==> src/hw/me_geom_pkg.sv <==
`default_nettype none

package me_geom_pkg;

  // reference block edge in pixels
  localparam int unsigned RefSize = 4;

  // search window edge in pixels
  localparam int unsigned SearchSize = 11;

  localparam int unsigned PeNum = SearchSize - RefSize + 1; // one PE per candidate column
  localparam int unsigned NumCandRows = SearchSize - RefSize + 1;
  localparam int unsigned RefPixels = RefSize * RefSize; // pixels per candidate

  // registered address to read data at the memory outputs
  localparam int unsigned MemLatency = 2;

endpackage

`default_nettype wire
==> src/hw/me_types_pkg.sv <==
`default_nettype none

package me_types_pkg;

  import me_geom_pkg::*;

  typedef logic [7:0] pixel_t; // unsigned luma sample

  typedef logic [$clog2(RefPixels)-1:0] ref_addr_t; // row-major in the block

  // row * SearchSize + column
  typedef logic [$clog2(SearchSize * SearchSize)-1:0] search_addr_t;

  typedef logic [$clog2(RefPixels * 255 + 1)-1:0] sad_t; // holds 16 * 255

  typedef logic [$clog2(PeNum)-1:0] offset_t; // dx and dy

  typedef struct packed {
    logic first; // load the difference, do not accumulate
    logic last;  // pixel closes a candidate row
  } pe_ctrl_t;

endpackage

`default_nettype wire

==> src/hw/me_top.sv <==
`default_nettype none

module me_top
  import me_geom_pkg::*;
  import me_types_pkg::*;
(
  input  logic                     clk_i,
  input  logic                     rst_ni,
  input  logic                     start_i,
  output logic                     busy_o,
  output logic                     done_o,
  output ref_addr_t                ref_addr_o,
  input  pixel_t                   ref_pixel_i,
  output search_addr_t [PeNum-1:0] search_addr_o,
  input  pixel_t       [PeNum-1:0] search_pixel_i,
  output sad_t                     best_sad_o,
  output offset_t                  best_dx_o,
  output offset_t                  best_dy_o
);

  logic             start_search;
  pe_ctrl_t         seq_ctrl;
  pe_ctrl_t         pe_ctrl;      // aligned with the read data
  offset_t          seq_row;
  offset_t          pix_row;
  sad_t [PeNum-1:0] row_sums;
  logic             row_valid;

  me_sequencer u_seq (
    .clk_i          (clk_i),
    .rst_ni         (rst_ni),
    .start_i        (start_i),
    .done_i         (done_o),
    .busy_o         (busy_o),
    .start_search_o (start_search),
    .ref_addr_o     (ref_addr_o),
    .search_addr_o  (search_addr_o),
    .ctrl_o         (seq_ctrl),
    .cand_row_o     (seq_row)
  );

  pipe_delay #(.T(pe_ctrl_t), .Depth(MemLatency)) u_ctrl_dly (
    .clk_i  (clk_i),
    .rst_ni (rst_ni),
    .d_i    (seq_ctrl),
    .q_o    (pe_ctrl)
  );

  pipe_delay #(.T(offset_t), .Depth(MemLatency)) u_row_dly (
    .clk_i  (clk_i),
    .rst_ni (rst_ni),
    .d_i    (seq_row),
    .q_o    (pix_row)
  );

  pe_array u_pe (
    .clk_i          (clk_i),
    .rst_ni         (rst_ni),
    .ctrl_i         (pe_ctrl),
    .ref_pixel_i    (ref_pixel_i),
    .search_pixel_i (search_pixel_i),
    .sums_o         (row_sums),
    .row_valid_o    (row_valid)
  );

  sad_min_select u_sel (
    .clk_i          (clk_i),
    .rst_ni         (rst_ni),
    .start_search_i (start_search),
    .row_valid_i    (row_valid),
    .sums_i         (row_sums),
    .cand_row_i     (pix_row),
    .best_sad_o     (best_sad_o),
    .best_dx_o      (best_dx_o),
    .best_dy_o      (best_dy_o),
    .done_o         (done_o)
  );

endmodule

`default_nettype wire

==> src/hw/sad_min_select.sv <==
`default_nettype none

module sad_min_select
  import me_geom_pkg::*;
  import me_types_pkg::*;
(
  input  logic             clk_i,
  input  logic             rst_ni,
  input  logic             start_search_i,
  input  logic             row_valid_i,
  input  sad_t [PeNum-1:0] sums_i,
  input  offset_t          cand_row_i,
  output sad_t             best_sad_o,
  output offset_t          best_dx_o,
  output offset_t          best_dy_o,
  output logic             done_o
);

  sad_t    node_sad [2*PeNum-1]; // heap order, leaves at PeNum-1 and up
  offset_t node_dx  [2*PeNum-1];
  offset_t cand_row_q;           // matches the PE output register
  logic    first_row_q;
  logic    take_row;

  // comparator tree, left child wins a tie so the lower dx is kept
  always_comb begin
    for (int k = 0; k < PeNum; k++) begin
      node_sad[PeNum-1+k] = sums_i[k];
      node_dx[PeNum-1+k]  = offset_t'(k);
    end
    for (int n = PeNum - 2; n >= 0; n--) begin
      if (node_sad[2*n+2] < node_sad[2*n+1]) begin
        node_sad[n] = node_sad[2*n+2];
        node_dx[n]  = node_dx[2*n+2];
      end else begin
        node_sad[n] = node_sad[2*n+1];
        node_dx[n]  = node_dx[2*n+1];
      end
    end
  end

  // strictly smaller only, earlier rows keep ties
  assign take_row = row_valid_i & (first_row_q | (node_sad[0] < best_sad_o));

  always_ff @(posedge clk_i) begin
    if (!rst_ni) begin
      best_sad_o  <= '0;
      best_dx_o   <= '0;
      best_dy_o   <= '0;
      done_o      <= 1'b0;
      first_row_q <= 1'b0;
      cand_row_q  <= '0;
    end else begin
      cand_row_q <= cand_row_i;
      done_o     <= row_valid_i & (cand_row_q == offset_t'(NumCandRows - 1));
      if (take_row) begin
        best_sad_o <= node_sad[0];
        best_dx_o  <= node_dx[0];
        best_dy_o  <= cand_row_q;
      end
      if (row_valid_i) begin
        first_row_q <= 1'b0;
      end
      if (start_search_i) begin
        first_row_q <= 1'b1; // next row loads unconditionally
      end
    end
  end

endmodule

`default_nettype wire

==> src/hw/pe_array.sv <==
`default_nettype none

module pe_array
  import me_geom_pkg::*;
  import me_types_pkg::*;
(
  input  logic               clk_i,
  input  logic               rst_ni,
  input  pe_ctrl_t           ctrl_i,
  input  pixel_t             ref_pixel_i,
  input  pixel_t [PeNum-1:0] search_pixel_i,
  output sad_t   [PeNum-1:0] sums_o,
  output logic               row_valid_o
);

  pixel_t [PeNum-1:0] abs_diff;
  sad_t   [PeNum-1:0] acc_q;
  sad_t   [PeNum-1:0] acc_next;

  always_comb begin
    for (int k = 0; k < PeNum; k++) begin
      abs_diff[k] = (search_pixel_i[k] > ref_pixel_i) ? search_pixel_i[k] - ref_pixel_i
                                                       : ref_pixel_i - search_pixel_i[k];
      acc_next[k] = ctrl_i.first ? sad_t'(abs_diff[k])
                                 : acc_q[k] + sad_t'(abs_diff[k]);
    end
  end

  always_ff @(posedge clk_i) begin
    acc_q <= acc_next;
    if (ctrl_i.last) begin
      sums_o <= acc_next; // accumulators are free for the next row
    end
  end

  always_ff @(posedge clk_i) begin
    if (!rst_ni) begin
      row_valid_o <= 1'b0;
    end else begin
      row_valid_o <= ctrl_i.last;
    end
  end

endmodule

`default_nettype wire

==> src/hw/me_sequencer.sv <==
`default_nettype none

module me_sequencer
  import me_geom_pkg::*;
  import me_types_pkg::*;
(
  input  logic                       clk_i,
  input  logic                       rst_ni,
  input  logic                       start_i,
  input  logic                       done_i,
  output logic                       busy_o,
  output logic                       start_search_o,
  output ref_addr_t                  ref_addr_o,
  output search_addr_t [PeNum-1:0]   search_addr_o,
  output pe_ctrl_t                   ctrl_o,
  output offset_t                    cand_row_o
);

  logic                     busy_q;
  logic                     active_q;   // address issue phase
  ref_addr_t                ref_cnt_q;
  offset_t                  row_cnt_q;
  logic                     accept;
  logic                     last_pix;
  logic                     last_row;
  search_addr_t             win_row;
  search_addr_t             win_base;
  search_addr_t [PeNum-1:0] search_addr;

  assign busy_o   = busy_q & ~done_i; // drops together with the done pulse
  assign accept   = start_i & ~busy_o;
  assign last_pix = (ref_cnt_q == ref_addr_t'(RefPixels - 1));
  assign last_row = (row_cnt_q == offset_t'(NumCandRows - 1));

  // window pixel under reference pixel (r, c) for candidate (dy, dx = k)
  always_comb begin
    win_row  = search_addr_t'(row_cnt_q) + search_addr_t'(ref_cnt_q / RefSize);
    win_base = win_row * search_addr_t'(SearchSize) + search_addr_t'(ref_cnt_q % RefSize);
    for (int k = 0; k < PeNum; k++) begin
      search_addr[k] = win_base + search_addr_t'(k); // PE k sits k columns right
    end
  end

  always_ff @(posedge clk_i) begin
    if (!rst_ni) begin
      busy_q         <= 1'b0;
      active_q       <= 1'b0;
      start_search_o <= 1'b0;
      ref_cnt_q      <= '0;
      row_cnt_q      <= '0;
    end else begin
      start_search_o <= accept;
      if (accept) begin
        busy_q    <= 1'b1;
        active_q  <= 1'b1;
        ref_cnt_q <= '0;
        row_cnt_q <= '0;
      end else begin
        if (done_i) begin
          busy_q <= 1'b0;
        end
        if (active_q) begin
          ref_cnt_q <= last_pix ? '0 : ref_cnt_q + 1'b1;
          if (last_pix) begin
            row_cnt_q <= row_cnt_q + 1'b1;
            active_q  <= ~last_row; // whole window issued
          end
        end
      end
    end
  end

  always_ff @(posedge clk_i) begin
    if (!rst_ni) begin
      ref_addr_o    <= '0;
      search_addr_o <= '0;
      ctrl_o        <= '0;
      cand_row_o    <= '0;
    end else if (active_q) begin
      ref_addr_o    <= ref_cnt_q;
      search_addr_o <= search_addr;
      ctrl_o.first  <= (ref_cnt_q == '0);
      ctrl_o.last   <= last_pix;
      cand_row_o    <= row_cnt_q;
    end else begin
      ref_addr_o    <= '0;
      search_addr_o <= '0;
      ctrl_o        <= '0; // no flags between runs
    end
  end

endmodule

`default_nettype wire

==> src/hw/pipe_delay.sv <==
`default_nettype none

module pipe_delay #(
  parameter type         T     = logic,
  parameter int unsigned Depth = 2
) (
  input  logic clk_i,
  input  logic rst_ni,
  input  T     d_i,
  output T     q_o
);

  T stage_q [Depth];

  always_ff @(posedge clk_i) begin
    if (!rst_ni) begin
      for (int i = 0; i < Depth; i++) begin
        stage_q[i] <= '0;
      end
    end else begin
      stage_q[0] <= d_i;
      for (int i = 1; i < Depth; i++) begin
        stage_q[i] <= stage_q[i-1]; // shift one stage per clock
      end
    end
  end

  assign q_o = stage_q[Depth-1];

endmodule

`default_nettype wire

==> config.mk <==
export PLATFORM = sky130hd
export DESIGN_NAME = me_top
export DESIGN_NICKNAME = d
export VERILOG_FILES = /design/src/hw/me_geom_pkg.sv /design/src/hw/me_types_pkg.sv /design/src/hw/me_top.sv /design/src/hw/sad_min_select.sv /design/src/hw/pe_array.sv /design/src/hw/me_sequencer.sv /design/src/hw/pipe_delay.sv
export SDC_FILE = /design/constraint.sdc
export NUM_CORES = 1
export LEC_CHECK = 0
export BUFFER_PORTS_ARGS = -buffer_cell sky130_fd_sc_hd__buf_4
export CAP_MARGIN = 20
export CORE_UTILIZATION = 50
export DETAILED_ROUTE_END_ITERATION = 16
export PLACE_DENSITY = 0.66
export SYNTH_ARGS = -nofsm -noshare
export SYNTH_HDL_FRONTEND = slang
export SYNTH_HIERARCHICAL = 1
export SYNTH_SLANG_ARGS = --single-unit
==> constraint.sdc <==
create_clock -name clk_i -period 13.7 [get_ports clk_i]
set_input_delay 4.11 -clock clk_i [delete_from_list [all_inputs] [get_ports clk_i]]
set_output_delay 4.11 -clock clk_i [all_outputs]
set_load 0.02 [all_outputs]
==> impl_metrics.yaml <==
setup_path:
  cpMaxStageDelayCell: "nand3_1"
  cp_slowest_stage_delay_ps: 670
  cp.required_ps: 14090
  reg2reg_setup_slack_ps: 3960
  critical_path_buf_inv_count: 3
  arrival_ps: 10130
  cp_max_fo: 18
  critPathKind: "reg2reg"
  worstSetupStartpointType: "register"
  worst_r2r_startpoint: "u_pe/sums_o[21]$_DFFE_PP_"
  rr_endpoint: "u_sel/best_sad_o[11]$_SDFFE_PN0P_"
  cp_top_family: "compound AO/OA/AOI/OAI gates"
  endpoint_kind: "register"
  r2r_cells: 34
floorplanning:
  io_pins: 155
  fp.coreArea_mm2: 0.0419
  initial_core_util: 0.506
  die_h_um: 208
  die_area_mm2: 0.0433
  row_count: 75
  fp.dieW_um: 208
sta:
  setup_viol: 0
  period_minus_slack_ps: 9740
  finalSetupTns_ps: 0
  rsz0062_at_grt: "false"
  fmax_ghz: 0.103
  worst_pin_slew_ps: 1040
  hold_viol: 0
  finalMaxSlewViolations: 0
  fin_skew_ps: 11.1
  fin_ws_ps: 3960
  period_share: 0.711
  slew_headroom: 0.308
placement:
  dp_slack_ps: 4060
  placed_area_mm2: 0.0227
  io_buffers: 154
  place_congestion: 0.902
  hpwl_mm: 39.4
  post-place-cells: 2823
yosys:
  async_flop_share: 0
  synth_edf_count: 96
  ys.flop_type: "dfxtp_1"
  syn_nets: 2606
  synth.distinct_cells: 101
  yosysWarnings: 6
  netlist_area_mm2: 0.0212
  yosysTopAreaCell: "dfxtp_1"
  muxShareOfSynthArea: 0.0805
  synthXorXnorAreaFrac: 0.0650
  synth_compound_area_frac: 0.155
  synth_top_family_by_area: "adder cells"
  ys_seq_area_frac: 0.320
  synth_top_area_share: 0.184
  synthSimpleGateAreaFrac: 0.114
  syn-instance-count: 2197
  synth_area_leaders: "dfxtp_1 (18%), ha_1 (18%), edfxtp_1 (14%)"
  synth_seq_cells: 291
  synthAdderAreaFrac: 0.206
  synth_area_per_cell_um2: 9.67
cts:
  post-cts-setup-buffers: 0
  numCtsBuffers: 34
  path_clk_slew_ps: 60
  cts_buffer_depth: 3
  clock-sinks: 291
  cts_tree: "yes"
  ctsHoldBuffers: 0
  cts-resized-gates: 0
  cts_htree_levels: 2
  clk_latency_ps: 540
  cts_root_buf: "clkbuf_16"
power:
  ir_drop_mv: 0.0843
  p_leak_uw: 0.0110
  p_int_uw: 2430
  switching_share: 0.361
  power_density_mw_per_mm2: 160
  switchingPower_uw: 1370
  power_frac_seq: 0.333
  pwr-share-clk: 0.230
  p_comb_frac: 0.436
grt:
  antenna_found_initial: 0
  gr-usage-all-layers: 0.231
  grt_pass1_vias: 15642
  grt_max_degree: 73
  grt_overflow: 0
  grt_pass1_wl_mm: 81.0
final_layout:
  n_fill_cell: 3629
  antenna_cells: 0
  final_area_mm2: 0.0238
  drive_gt1_frac: 0.142
  fin_cells: 2885
  multi_input_area_mm2: 0.0132
  nets: 2729
  syn_to_final_growth_pct: 12.0
  seqCellArea_mm2: 0.00679
drt:
  wl_mm: 50.2
  vias: 16038
  avgViaCountPerCell: 5.56
  wl_per_cell_um: 17.4
  drc: 0
  drtPass1Iterations: 5
  drt_iter0_drc: 1015
  ant_nets: 0
worst_hold_path:
  holdCritStartpoint: "u_ctrl_dly/stage_q[0][0]$_SDFF_PN0_"
  hold_depth: 1
  hold_class: "reg2reg"
  holdPathEnd: "u_ctrl_dly/stage_q[0][2]$_SDFF_PN0_"
run:
  maxCapViolCount: 0
outcome:
  status: "complete, no violations"
-- through the flow --
| step | hold WS [ps] | power, uW | util |
|---|---|---|---|
| 2_1_floorplan | 406 | 2530 | - |
| 3_3_place_gp | 418 | 2850 | 0.542 |
| 3_5_place_dp | 419 | 2920 | 0.542 |
| 4_1_cts | 432 | 3830 | 0.567 |
| 5_1_grt | 449 | 4080 | 0.567 |
| 6_report | 430 | 3810 | 0.567 |
-- cell usage after synthesis, types with 7 or more instances --
master,number
o21a_1,14
a21o_1,76
mux2_2,50
a221oi_1,8
nor3_2,8
edfxtp_1,96
xor2_1,67
o31a_1,7
nand2b_1,7
xnor2_1,81
and2_1,21
a31oi_1,17
nand4_1,26
o21ai_0,68
or2_2,7
nor2_1,139
clkbuf_1,29
mux2i_1,110
o21bai_1,21
nand3_1,44
a211oi_1,12
nor2b_1,22
a311oi_1,14
o211ai_1,17
nor3_1,47
and4_1,10
buf_4,20
inv_1,227
fa_1,26
dfxtp_1,195
a21oi_1,132
nor4_1,8
buf_2,14
o21ai_1,11
and3_1,13
nand2_1,101
ha_1,308
-- placed cells by master, fill, tap and decap left out, types with 50 or more instances in the layout --
cell and instances:
dfxtp_1 193, mux2_2 50, xor2_1 67, mux2i_1 110, o21ai_0 68, buf_4 163, ha_1 308, nor2_1 139
a21oi_1 132, xnor2_1 81, edfxtp_1 96, nand2_1 101, a21o_1 76, inv_1 227
-- logic make-up after synthesis --
family,after synthesis
DFF,291
xor gates and xnor gates,152
muxes,163
AOI/OAI and AO/OA,473
buffers and inverters,305
adders and majority gates,334
and+or+nand+nor,479
-- metal layers --
metal | GRT usage | routed length, um
met1 | 0.345 | 25700
met2 | 0.350 | 21200
met3 | 0.0309 | 2330
met4 | 0.0587 | 896
met5 | 0 | 0
-- flip-flops by register name (all words and copies together), names as in the netlist --
register and flops:
u_row_dly/stage_q 6, u_seq/row_cnt_q 3, u_sel/best_dx_o 3, u_sel/best_dy_o 3, u_seq/start_search_o 1, u_pe/row_valid_o 1
u_seq/cand_row_o 3, u_ctrl_dly/stage_q 4, u_seq/active_q 1, u_sel/cand_row_q 3, u_pe/sums_o 96, u_seq/ctrl_o 2
u_seq/ref_addr_o 4, u_sel/done_o 1, u_pe/acc_q 96, u_seq/busy_q 1, u_seq/ref_cnt_q 4, u_sel/best_sad_o 12
u_sel/first_row_q 1, u_seq/search_addr_o 46
-- cell type report --
| type | instances | area share |
|---|---|---|
| inverter | 229 | 0.0361 |
| clock inverter | 19 | 0.00699 |
| clock buffer | 43 | 0.0384 |
| timing repair buffer | 163 | 0.0514 |
| tap | 539 | 0.0283 |
| multi-input combinational | 1601 | 0.553 |
| sequential | 291 | 0.285 |
-- power groups by stage --
| stage | Combinational [uW] | Clock [uW] | Sequential (uW) |
|---|---|---|---|
| after floorplan | 1270 | 0 | 1270 |
| final | 1660 | 877 | 1270 |
| after detailed placement | 1630 | 0 | 1280 |
| after global routing | 1860 | 938 | 1290 |
| after global placement | 1570 | 0 | 1280 |
| after CTS | 1650 | 905 | 1270 |
-- worst max path at each step --
stage	start	endpoint	slack (ps)	cells after the start
after floorplan	ref_pixel_i[1]	u_pe/sums_o[44]$_DFFE_PP_	5690	15
after global placement	u_pe/sums_o[21]$_DFFE_PP_	u_sel/best_sad_o[7]$_SDFFE_PN0P_	4340	34
after detailed placement	u_pe/sums_o[21]$_DFFE_PP_	u_sel/best_sad_o[11]$_SDFFE_PN0P_	4060	34
after CTS	u_pe/sums_o[21]$_DFFE_PP_	u_sel/best_sad_o[11]$_SDFFE_PN0P_	4060	34
after global routing	u_pe/sums_o[21]$_DFFE_PP_	u_sel/best_sad_o[11]$_SDFFE_PN0P_	3210	34
final	u_pe/sums_o[21]$_DFFE_PP_	u_sel/best_sad_o[11]$_SDFFE_PN0P_	3960	34
Note: power is estimated with default switching activity, not from simulation.
